<file path="config.mk">
export PLATFORM = sky130hd
export DESIGN_NAME = rv_core
export DESIGN_NICKNAME = d
export VERILOG_FILES = /design/src/hdl/rv_pkg.sv /design/src/hdl/rv_core.sv /design/src/hdl/rv_lsu.sv /design/src/hdl/rv_execute.sv /design/src/hdl/rv_regfile.sv /design/src/hdl/rv_decoder.sv /design/src/hdl/rv_fetch.sv
export SDC_FILE = /design/constraint.sdc
export NUM_CORES = 2
export LEC_CHECK = 0
export BUFFER_PORTS_ARGS = -buffer_cell sky130_fd_sc_hd__buf_2
export CAP_MARGIN = 10
export CORE_MARGIN = 10
export CORE_UTILIZATION = 55
export CTS_CLUSTER_DIAMETER = 30
export DETAILED_ROUTE_END_ITERATION = 12
export PLACE_DENSITY = 0.72
export REMOVE_ABC_BUFFERS = 1
export SYNTH_ARGS = -nofsm -noshare
export SYNTH_HDL_FRONTEND = slang
export SYNTH_SLANG_ARGS = --single-unit
</file>
<file path="constraint.sdc">
create_clock -name clk -period 6.4 [get_ports clk]
set_clock_uncertainty 0.05 [all_clocks]
set_input_delay 0.32 -clock clk [delete_from_list [all_inputs] [get_ports clk]]
set_output_delay 0.32 -clock clk [all_outputs]
set_load 0.03 [all_outputs]
</file>
<file path="src/hdl/rv_pkg.sv">
`default_nettype none

package rv_pkg;

  localparam int XLEN       = 32;
  localparam int REG_ADDR_W = 5;
  localparam logic [XLEN-1:0] RESET_PC = 32'h8000_0000;

  // base opcodes, inst[6:0]
  typedef enum logic [6:0] {
    OP_LOAD   = 7'b000_0011,
    OP_IMM    = 7'b001_0011,
    OP_AUIPC  = 7'b001_0111,
    OP_STORE  = 7'b010_0011,
    OP_LUI    = 7'b011_0111,
    OP_JALR   = 7'b110_0111,
    OP_JAL    = 7'b110_1111,
    OP_SYSTEM = 7'b111_0011
  } opcode_e;

  // access size for loads and stores
  typedef enum logic [2:0] {
    F3_B  = 3'b000,
    F3_H  = 3'b001,
    F3_W  = 3'b010,
    F3_BU = 3'b100,
    F3_HU = 3'b101
  } mem_f3_e;

  typedef enum logic [1:0] {
    WB_ALU,
    WB_LINK, // pc + 4
    WB_LOAD
  } wb_sel_e;

  typedef struct packed {
    logic [REG_ADDR_W-1:0] rd;
    logic [REG_ADDR_W-1:0] rs1;
    logic [REG_ADDR_W-1:0] rs2;
    logic [XLEN-1:0]       imm;
    mem_f3_e               funct3;
    logic                  a_is_pc; // adder takes pc instead of rs1
    logic                  reg_we;
    logic                  is_load;
    logic                  is_store;
    logic                  is_jump;
    wb_sel_e               wb_sel;
    logic                  is_ebreak;
  } dec_ctrl_t;

  typedef struct packed {
    logic [XLEN-1:0] addr;
    logic [XLEN-1:0] wdata; // already placed in its byte lanes
    logic [3:0]      wmask;
    logic            we;
    logic            re;
  } dmem_req_t;

endpackage

`default_nettype wire
</file>
<file path="src/hdl/rv_core.sv">
`timescale 1ns/1ps
`default_nettype none

module rv_core (
  input  wire                     clk,
  input  wire                     arst_n,
  input  wire [rv_pkg::XLEN-1:0]  inst,
  output logic [rv_pkg::XLEN-1:0] pc,
  output rv_pkg::dmem_req_t       dmem_req,
  input  wire [rv_pkg::XLEN-1:0]  dmem_rdata,
  output logic                    halted
);

  import rv_pkg::*;

  dec_ctrl_t       ctrl;
  logic [XLEN-1:0] rs1_data;
  logic [XLEN-1:0] rs2_data;
  logic [XLEN-1:0] alu_out;
  logic [XLEN-1:0] next_pc;
  logic [XLEN-1:0] wb_data;
  logic [XLEN-1:0] load_data;

  rv_fetch u_fetch (
    .clk     (clk),
    .arst_n  (arst_n),
    .next_pc (next_pc),
    .ebreak  (ctrl.is_ebreak),
    .pc      (pc),
    .halted  (halted)
  );

  rv_decoder u_decoder (
    .inst (inst),
    .ctrl (ctrl)
  );

  rv_regfile u_regfile (
    .clk    (clk),
    .arst_n (arst_n),
    .we     (ctrl.reg_we && !halted), // retire nothing after ebreak
    .waddr  (ctrl.rd),
    .raddr1 (ctrl.rs1),
    .raddr2 (ctrl.rs2),
    .wdata  (wb_data),
    .rdata1 (rs1_data),
    .rdata2 (rs2_data)
  );

  rv_execute u_execute (
    .ctrl      (ctrl),
    .pc        (pc),
    .rs1_data  (rs1_data),
    .load_data (load_data),
    .alu_out   (alu_out),
    .next_pc   (next_pc),
    .wb_data   (wb_data)
  );

  rv_lsu u_lsu (
    .ctrl       (ctrl),
    .addr       (alu_out),
    .rs2_data   (rs2_data),
    .halted     (halted),
    .dmem_rdata (dmem_rdata),
    .dmem_req   (dmem_req),
    .load_data  (load_data)
  );

endmodule

`default_nettype wire

</file>
<file path="src/hdl/rv_lsu.sv">
`timescale 1ns/1ps
`default_nettype none

module rv_lsu (
  input  wire rv_pkg::dec_ctrl_t   ctrl,
  input  wire [rv_pkg::XLEN-1:0]   addr,
  input  wire [rv_pkg::XLEN-1:0]   rs2_data,
  input  wire                      halted,
  input  wire [rv_pkg::XLEN-1:0]   dmem_rdata,
  output rv_pkg::dmem_req_t        dmem_req,
  output logic [rv_pkg::XLEN-1:0]  load_data
);

  import rv_pkg::*;

  logic [1:0]      lane;
  logic [7:0]      rd_byte;
  logic [15:0]     rd_half;
  logic [3:0]      wmask;
  logic [XLEN-1:0] wdata;

  assign lane    = addr[1:0];
  assign rd_byte = dmem_rdata[{lane, 3'b000} +: 8];
  assign rd_half = dmem_rdata[{lane[1], 4'b0000} +: 16];

  // store side, misaligned sh/sw end up with an empty mask
  always_comb begin
    wmask = 4'b0000;
    wdata = '0;
    case (ctrl.funct3)
      F3_B: begin
        wmask = 4'b0001 << lane;
        wdata[{lane, 3'b000} +: 8] = rs2_data[7:0];
      end
      F3_H: begin
        if (!lane[0]) begin
          wmask = 4'b0011 << {lane[1], 1'b0};
          wdata[{lane[1], 4'b0000} +: 16] = rs2_data[15:0];
        end
      end
      F3_W: begin
        if (lane == 2'b00) begin
          wmask = 4'b1111;
          wdata = rs2_data;
        end
      end
      default: begin
      end
    endcase
  end

  // load side
  always_comb begin
    load_data = '0; // misaligned or unknown size reads as zero
    case (ctrl.funct3)
      F3_B:  load_data = {{24{rd_byte[7]}}, rd_byte};
      F3_BU: load_data = {24'h00_0000, rd_byte};
      F3_H: begin
        if (!lane[0]) begin
          load_data = {{16{rd_half[15]}}, rd_half};
        end
      end
      F3_HU: begin
        if (!lane[0]) begin
          load_data = {16'h0000, rd_half};
        end
      end
      F3_W: begin
        if (lane == 2'b00) begin
          load_data = dmem_rdata;
        end
      end
      default: begin
      end
    endcase
  end

  assign dmem_req = '{
    addr:  addr,
    wdata: wdata,
    wmask: wmask,
    we:    ctrl.is_store && !halted, // no stores once stopped
    re:    ctrl.is_load
  };

endmodule

`default_nettype wire

</file>
<file path="src/hdl/rv_execute.sv">
`timescale 1ns/1ps
`default_nettype none

module rv_execute (
  input  wire rv_pkg::dec_ctrl_t   ctrl,
  input  wire [rv_pkg::XLEN-1:0]   pc,
  input  wire [rv_pkg::XLEN-1:0]   rs1_data,
  input  wire [rv_pkg::XLEN-1:0]   load_data,
  output logic [rv_pkg::XLEN-1:0]  alu_out,
  output logic [rv_pkg::XLEN-1:0]  next_pc,
  output logic [rv_pkg::XLEN-1:0]  wb_data
);

  import rv_pkg::*;

  logic [XLEN-1:0] op_a;
  logic [XLEN-1:0] link;

  // one adder for addi, lui, auipc, jump targets and addresses
  assign op_a    = ctrl.a_is_pc ? pc : rs1_data;
  assign alu_out = op_a + ctrl.imm;

  assign link = pc + XLEN'(4);

  // jalr needs bit 0 cleared, jal target is even anyway
  assign next_pc = ctrl.is_jump ? {alu_out[XLEN-1:1], 1'b0} : link;

  always_comb begin
    case (ctrl.wb_sel)
      WB_LINK: wb_data = link;
      WB_LOAD: wb_data = load_data;
      default: wb_data = alu_out;
    endcase
  end

endmodule

`default_nettype wire

</file>
<file path="src/hdl/rv_regfile.sv">
`timescale 1ns/1ps
`default_nettype none

module rv_regfile (
  input  wire                           clk,
  input  wire                           arst_n,
  input  wire                           we,
  input  wire [rv_pkg::REG_ADDR_W-1:0]  waddr,
  input  wire [rv_pkg::REG_ADDR_W-1:0]  raddr1,
  input  wire [rv_pkg::REG_ADDR_W-1:0]  raddr2,
  input  wire [rv_pkg::XLEN-1:0]        wdata,
  output logic [rv_pkg::XLEN-1:0]       rdata1,
  output logic [rv_pkg::XLEN-1:0]       rdata2
);

  import rv_pkg::*;

  logic [XLEN-1:0] regs [2**REG_ADDR_W];

  always_ff @(posedge clk or negedge arst_n) begin
    if (!arst_n) begin
      for (int i = 0; i < 2**REG_ADDR_W; i++) begin
        regs[i] <= '0;
      end
    end else if (we && (waddr != '0)) begin
      regs[waddr] <= wdata;
    end
  end

  // no bypass, a read in the write cycle sees the old value
  assign rdata1 = (raddr1 == '0) ? '0 : regs[raddr1];
  assign rdata2 = (raddr2 == '0) ? '0 : regs[raddr2];

endmodule

`default_nettype wire

</file>
<file path="src/hdl/rv_decoder.sv">
`timescale 1ns/1ps
`default_nettype none

module rv_decoder (
  input  wire [rv_pkg::XLEN-1:0] inst,
  output rv_pkg::dec_ctrl_t      ctrl
);

  import rv_pkg::*;

  opcode_e         opcode;
  logic [XLEN-1:0] imm_i;
  logic [XLEN-1:0] imm_s;
  logic [XLEN-1:0] imm_u;
  logic [XLEN-1:0] imm_j;

  assign opcode = opcode_e'(inst[6:0]);

  assign imm_i = {{20{inst[31]}}, inst[31:20]};
  assign imm_s = {{20{inst[31]}}, inst[31:25], inst[11:7]};
  assign imm_u = {inst[31:12], 12'h000}; // already shifted
  assign imm_j = {{12{inst[31]}}, inst[19:12], inst[20], inst[30:21], 1'b0};

  always_comb begin
    // defaults give a no-op that falls through to pc + 4
    ctrl        = '0;
    ctrl.rd     = inst[11:7];
    ctrl.rs1    = inst[19:15];
    ctrl.rs2    = inst[24:20];
    ctrl.imm    = imm_i;
    ctrl.funct3 = mem_f3_e'(inst[14:12]);
    ctrl.wb_sel = WB_ALU;

    case (opcode)
      OP_IMM: begin
        ctrl.reg_we = (inst[14:12] == 3'b000); // addi only
      end
      OP_LUI: begin
        ctrl.rs1    = '0; // x0 gives a zero operand, sum is the immediate
        ctrl.imm    = imm_u;
        ctrl.reg_we = 1'b1;
      end
      OP_AUIPC: begin
        ctrl.a_is_pc = 1'b1;
        ctrl.imm     = imm_u;
        ctrl.reg_we  = 1'b1;
      end
      OP_JAL: begin
        ctrl.a_is_pc = 1'b1;
        ctrl.imm     = imm_j;
        ctrl.reg_we  = 1'b1;
        ctrl.is_jump = 1'b1;
        ctrl.wb_sel  = WB_LINK;
      end
      OP_JALR: begin
        ctrl.reg_we  = 1'b1;
        ctrl.is_jump = 1'b1;
        ctrl.wb_sel  = WB_LINK;
      end
      OP_LOAD: begin
        ctrl.reg_we  = 1'b1;
        ctrl.is_load = 1'b1;
        ctrl.wb_sel  = WB_LOAD;
      end
      OP_STORE: begin
        ctrl.imm      = imm_s;
        ctrl.is_store = 1'b1;
      end
      OP_SYSTEM: begin
        ctrl.is_ebreak = (inst == 32'h0010_0073); // ecall and csr ops fall through
      end
      default: begin
      end
    endcase
  end

endmodule

`default_nettype wire

</file>
<file path="src/hdl/rv_fetch.sv">
`timescale 1ns/1ps
`default_nettype none

module rv_fetch (
  input  wire                     clk,
  input  wire                     arst_n,
  input  wire [rv_pkg::XLEN-1:0]  next_pc,
  input  wire                     ebreak,
  output logic [rv_pkg::XLEN-1:0] pc,
  output logic                    halted
);

  import rv_pkg::*;

  always_ff @(posedge clk or negedge arst_n) begin
    if (!arst_n) begin
      pc     <= RESET_PC;
      halted <= 1'b0;
    end else begin
      halted <= halted | ebreak; // sticky until reset
      // pc freezes on the ebreak itself
      if (!halted && !ebreak) begin
        pc <= next_pc;
      end
    end
  end

endmodule

`default_nettype wire

</file>
==> results.md <==
- Run status: completed
- CP top delay family: buffers and inverters
- Area leader, netlist: dfrtp_1
- Critical path type: input port to output pin
- Reg clk slew, reported paths: 0.05 ns
- Syn-to-layout area delta: 17.75%
- FF+latch area: 26430 um2
- Pin count of the biggest net entering global routing: 188
- CTS Buf Count: 224
- Netlist cell types: 82
- Ports: 169
- DRT Pass-1 Iters: 7
- Synth Register Bits: 1056
- Nets: 6594
- Predominant post-synthesis flop cell: dfrtp_1
- Total Die Area: 121600 um2
- Period utilization: 96.90%
- Multi-input gate area: 30590 um2
- Routability cong.: 1.048
- Setup TNS: 0 ns
- EDFF count, synth: 0
- FMAX: 161.2 MHz
- Vias: 56.00k
- Minimum setup slack among reg-to-reg paths: 1.61 ns
- Worst Path Buf+Inv: 6
- Die W: 348.7 um
- CTS tree: yes
- Max Cap Viol: 0
- Largest cells by area after synthesis: dfrtp_1, mux4_2, nand2_1, o21ai_0, a21oi_1
- CP max stage delay: 0.63 ns
- Core area: 107200 um2
- CP max-delay cell: fa_1
- CTS Buffer Depth: 3
- Post-synthesis sequential area ratio: 44.48%
- Class of the worst hold path: input port to asynchronous set/reset pin
- Root Driver: clkbuf_16
- Clock Latency Late Sink: 0.83 ns
- First-pass GRT wire length: 359500 um
- Synthesis Warnings: 0
- Arrival time at the worst endpoint: 5.83 ns
- Site Rows: 120
- Asr flop ratio synth: 100.0%
- Largest fanout on the critical path: 33
- DIE HEIGHT: 348.7 um
- Critical Path Sink Type: output pin
- Gr usage total: 39.88%
- Area share of the largest cell type after synthesis: 44.43%
- Minimum clock period: 6.202 ns
- Top-count cell post-synth: nand2_1
- GRT overflow: 0
- Routed length per placed instance: 30.51 um
- Layout cells sized above 1: 17.88%
- Slew @ Worst Pin: 1.346 ns
- Setup ws final: 0.1983 ns
- Port Buf Inserts: 167
- Via density: 6.910
- Num Clock Sinks: 1056
- Leak: 29.83 nW
- Syn Area/Cell: 9.047 um2
- Final max-slew violation count: 0
- DP HPWL: 149300 um
- Antenna viol nets, final: 0
- CP most frequent cell: buf_4
- VDD IR max: 0.3248 mV
- Worst path cell trace: buf_2, nor3b_4, nand3_2, buf_4, and2_4, nor2_4, clkbuf_8, a211oi_1, o21ai_0, nor3b_1, a211oi_1, fa_1, buf_4, nor2b_1, nand2_1, nor3_2, buf_4, o31ai_4, o22a_1, o21ai_0, buf_2
- Vias in the first global route: 53.62k
- Post-Syn Area: 59410 um2
- Critical Path RT: 6.03 ns
- Initial drt markers: 9098
- Endpoints failing setup: 0
- Slew HR: 9.958%
- Htree depth: 4
- Fin. Hold Viols: 0
- Fillers: 8467
- Final WL: 247300 um
- Startpoint types: input port
- Pwr Density: 349.9 nW/um2
- Post-Synthesis Cells: 6567
- Initial antenna violation count: 24
- DRC: 0
- Commonest cells post-synth: nand2_1, dfrtp_1, o21ai_0, a21oi_1, clkbuf_1
- Initial Utilization: 55.42%
- DP Worst Slack: 0.2358 ns
-- layout by cell type, fill, tap and decap left out, types with 24 or more instances in the layout --
cell        synthesis  final
o21ai_1            19     26
clkbuf_1          559     30
a21o_1             37     37
buf_12              0     35
a22oi_1            29     29
bufinv_16           0     37
nand3_1           167    167
buf_4               4    157
clkinv_2            0     29
dfrtp_1          1055   1055
nand2_2             0     32
xnor2_1            31     30
nor2b_1           146    146
o21ai_0           878    864
clkbuf_8            0     37
mux4_2            324    324
buf_2              67    161
a31oi_1           132    131
clkbuf_16           0    226
a21oi_1           574    565
o22ai_1           108    108
nor3_1             27     24
a211oi_1          132    132
nand2_1          1425   1389
ha_1               34     33
mux2i_1            89     89
nor2_1            379    378
clkinvlp_4          0     24
-- layout make-up --
class | count | share of cell area, %
clock buffers | 292 | 8.953
inverters | 26 | 0.1431
diodes | 11 | 0.03934
multi-input cells | 4820 | 43.72
repair buffers | 365 | 4.088
clock inverters | 131 | 2.776
well taps | 1403 | 2.509
flip-flops and latches | 1056 | 37.77
-- per-stage QoR --
| stage | utilization [%] | std cells | power (mW) | cell area [um2] | hold slack [ns] |
|---|---|---|---|---|---|
| 3_5_place_dp | 57.51 | 7666 | 11.92 | 61650 | 0.3179 |
| 5_1_grt | 65.24 | 8095 | 25.12 | 69940 | 0.2023 |
| 3_3_place_gp | 57.49 | 7665 | 11.85 | 61630 | 0.3155 |
| 4_1_cts | 65.17 | 8090 | 24.27 | 69860 | 0.1544 |
| 6_report | 65.26 | 8104 | 24.48 | 69960 | 0.1111 |
| 2_1_floorplan | - | 5902 | 9.863 | 56790 | -0.02559 |
-- per-layer routing --
| layer | wire length, um | share of wire [%] | up-vias | GRT usage (%) |
|---|---|---|---|---|
| li1 | - | - | 23290 | - |
| met1 | 88500 | 36 | 27280 | 50.46 |
| met2 | 100700 | 41 | 4362 | 54.50 |
| met3 | 40870 | 17 | 1040 | 19.03 |
| met4 | 16910 | 6.8 | 30 | 24.83 |
| met5 | 252 | 0.10 | - | 0.3600 |
-- timing repair --
action                                  4_1_cts  5_1_grt
buffers inserted                              0        0
hold buffers                                  1        0
endpoints found under the setup margin        0       12
gates resized for setup                       0        6
hold endpoints to repair                     88        0
-- report_power, final --
group	leakage [nW]	switching (mW)	internal, mW
clock network	3.94	4.03	8.38
registers	14.5	0.567	7.13
logic	11.3	3.02	1.35
-- flip-flops by register name, indices dropped and copies added (netlist names) --
register	cells
u_fetch.halted	1
u_regfile.regs	1024
u_fetch.pc	31
-- worst paths after layout --
kind / startpoint / endpoint / depth (start not counted)
setup / recovery: inst[4] / dmem_req[31] / 21
hold / removal: arst_n / u_regfile.regs[327]$_DFFE_PN0P_ / 2
setup reg to reg: u_regfile.regs[580]$_DFFE_PN0P_ / u_regfile.regs[624]$_DFFE_PN0P_ / 16
hold reg to reg: u_regfile.regs[1003]$_DFFE_PN0P_ / u_regfile.regs[1003]$_DFFE_PN0P_ / 0
max in group asynchronous: arst_n / u_regfile.regs[259]$_DFFE_PN0P_ / 3
min in group clk: inst[7] / u_regfile.regs[160]$_DFFE_PN0P_ / 4
-- cell families (layout without fill, tap and decap cells) --
family	Yosys count	after routing	share of synthesized area, %
AND/OR/NAND/NOR	2273	2273	16.07
AO/OA/AOI/OAI	2033	2033	19.30
flip-flops	1056	1056	44.48
buffers and inverters	691	814	4.582
multiplexers	423	423	13.97
XOR/XNOR	55	55	0.8339
adder cells (fa/ha/maj)	35	35	0.7497
other	1	12	0.006312
(Power assumes the default switching activity.)
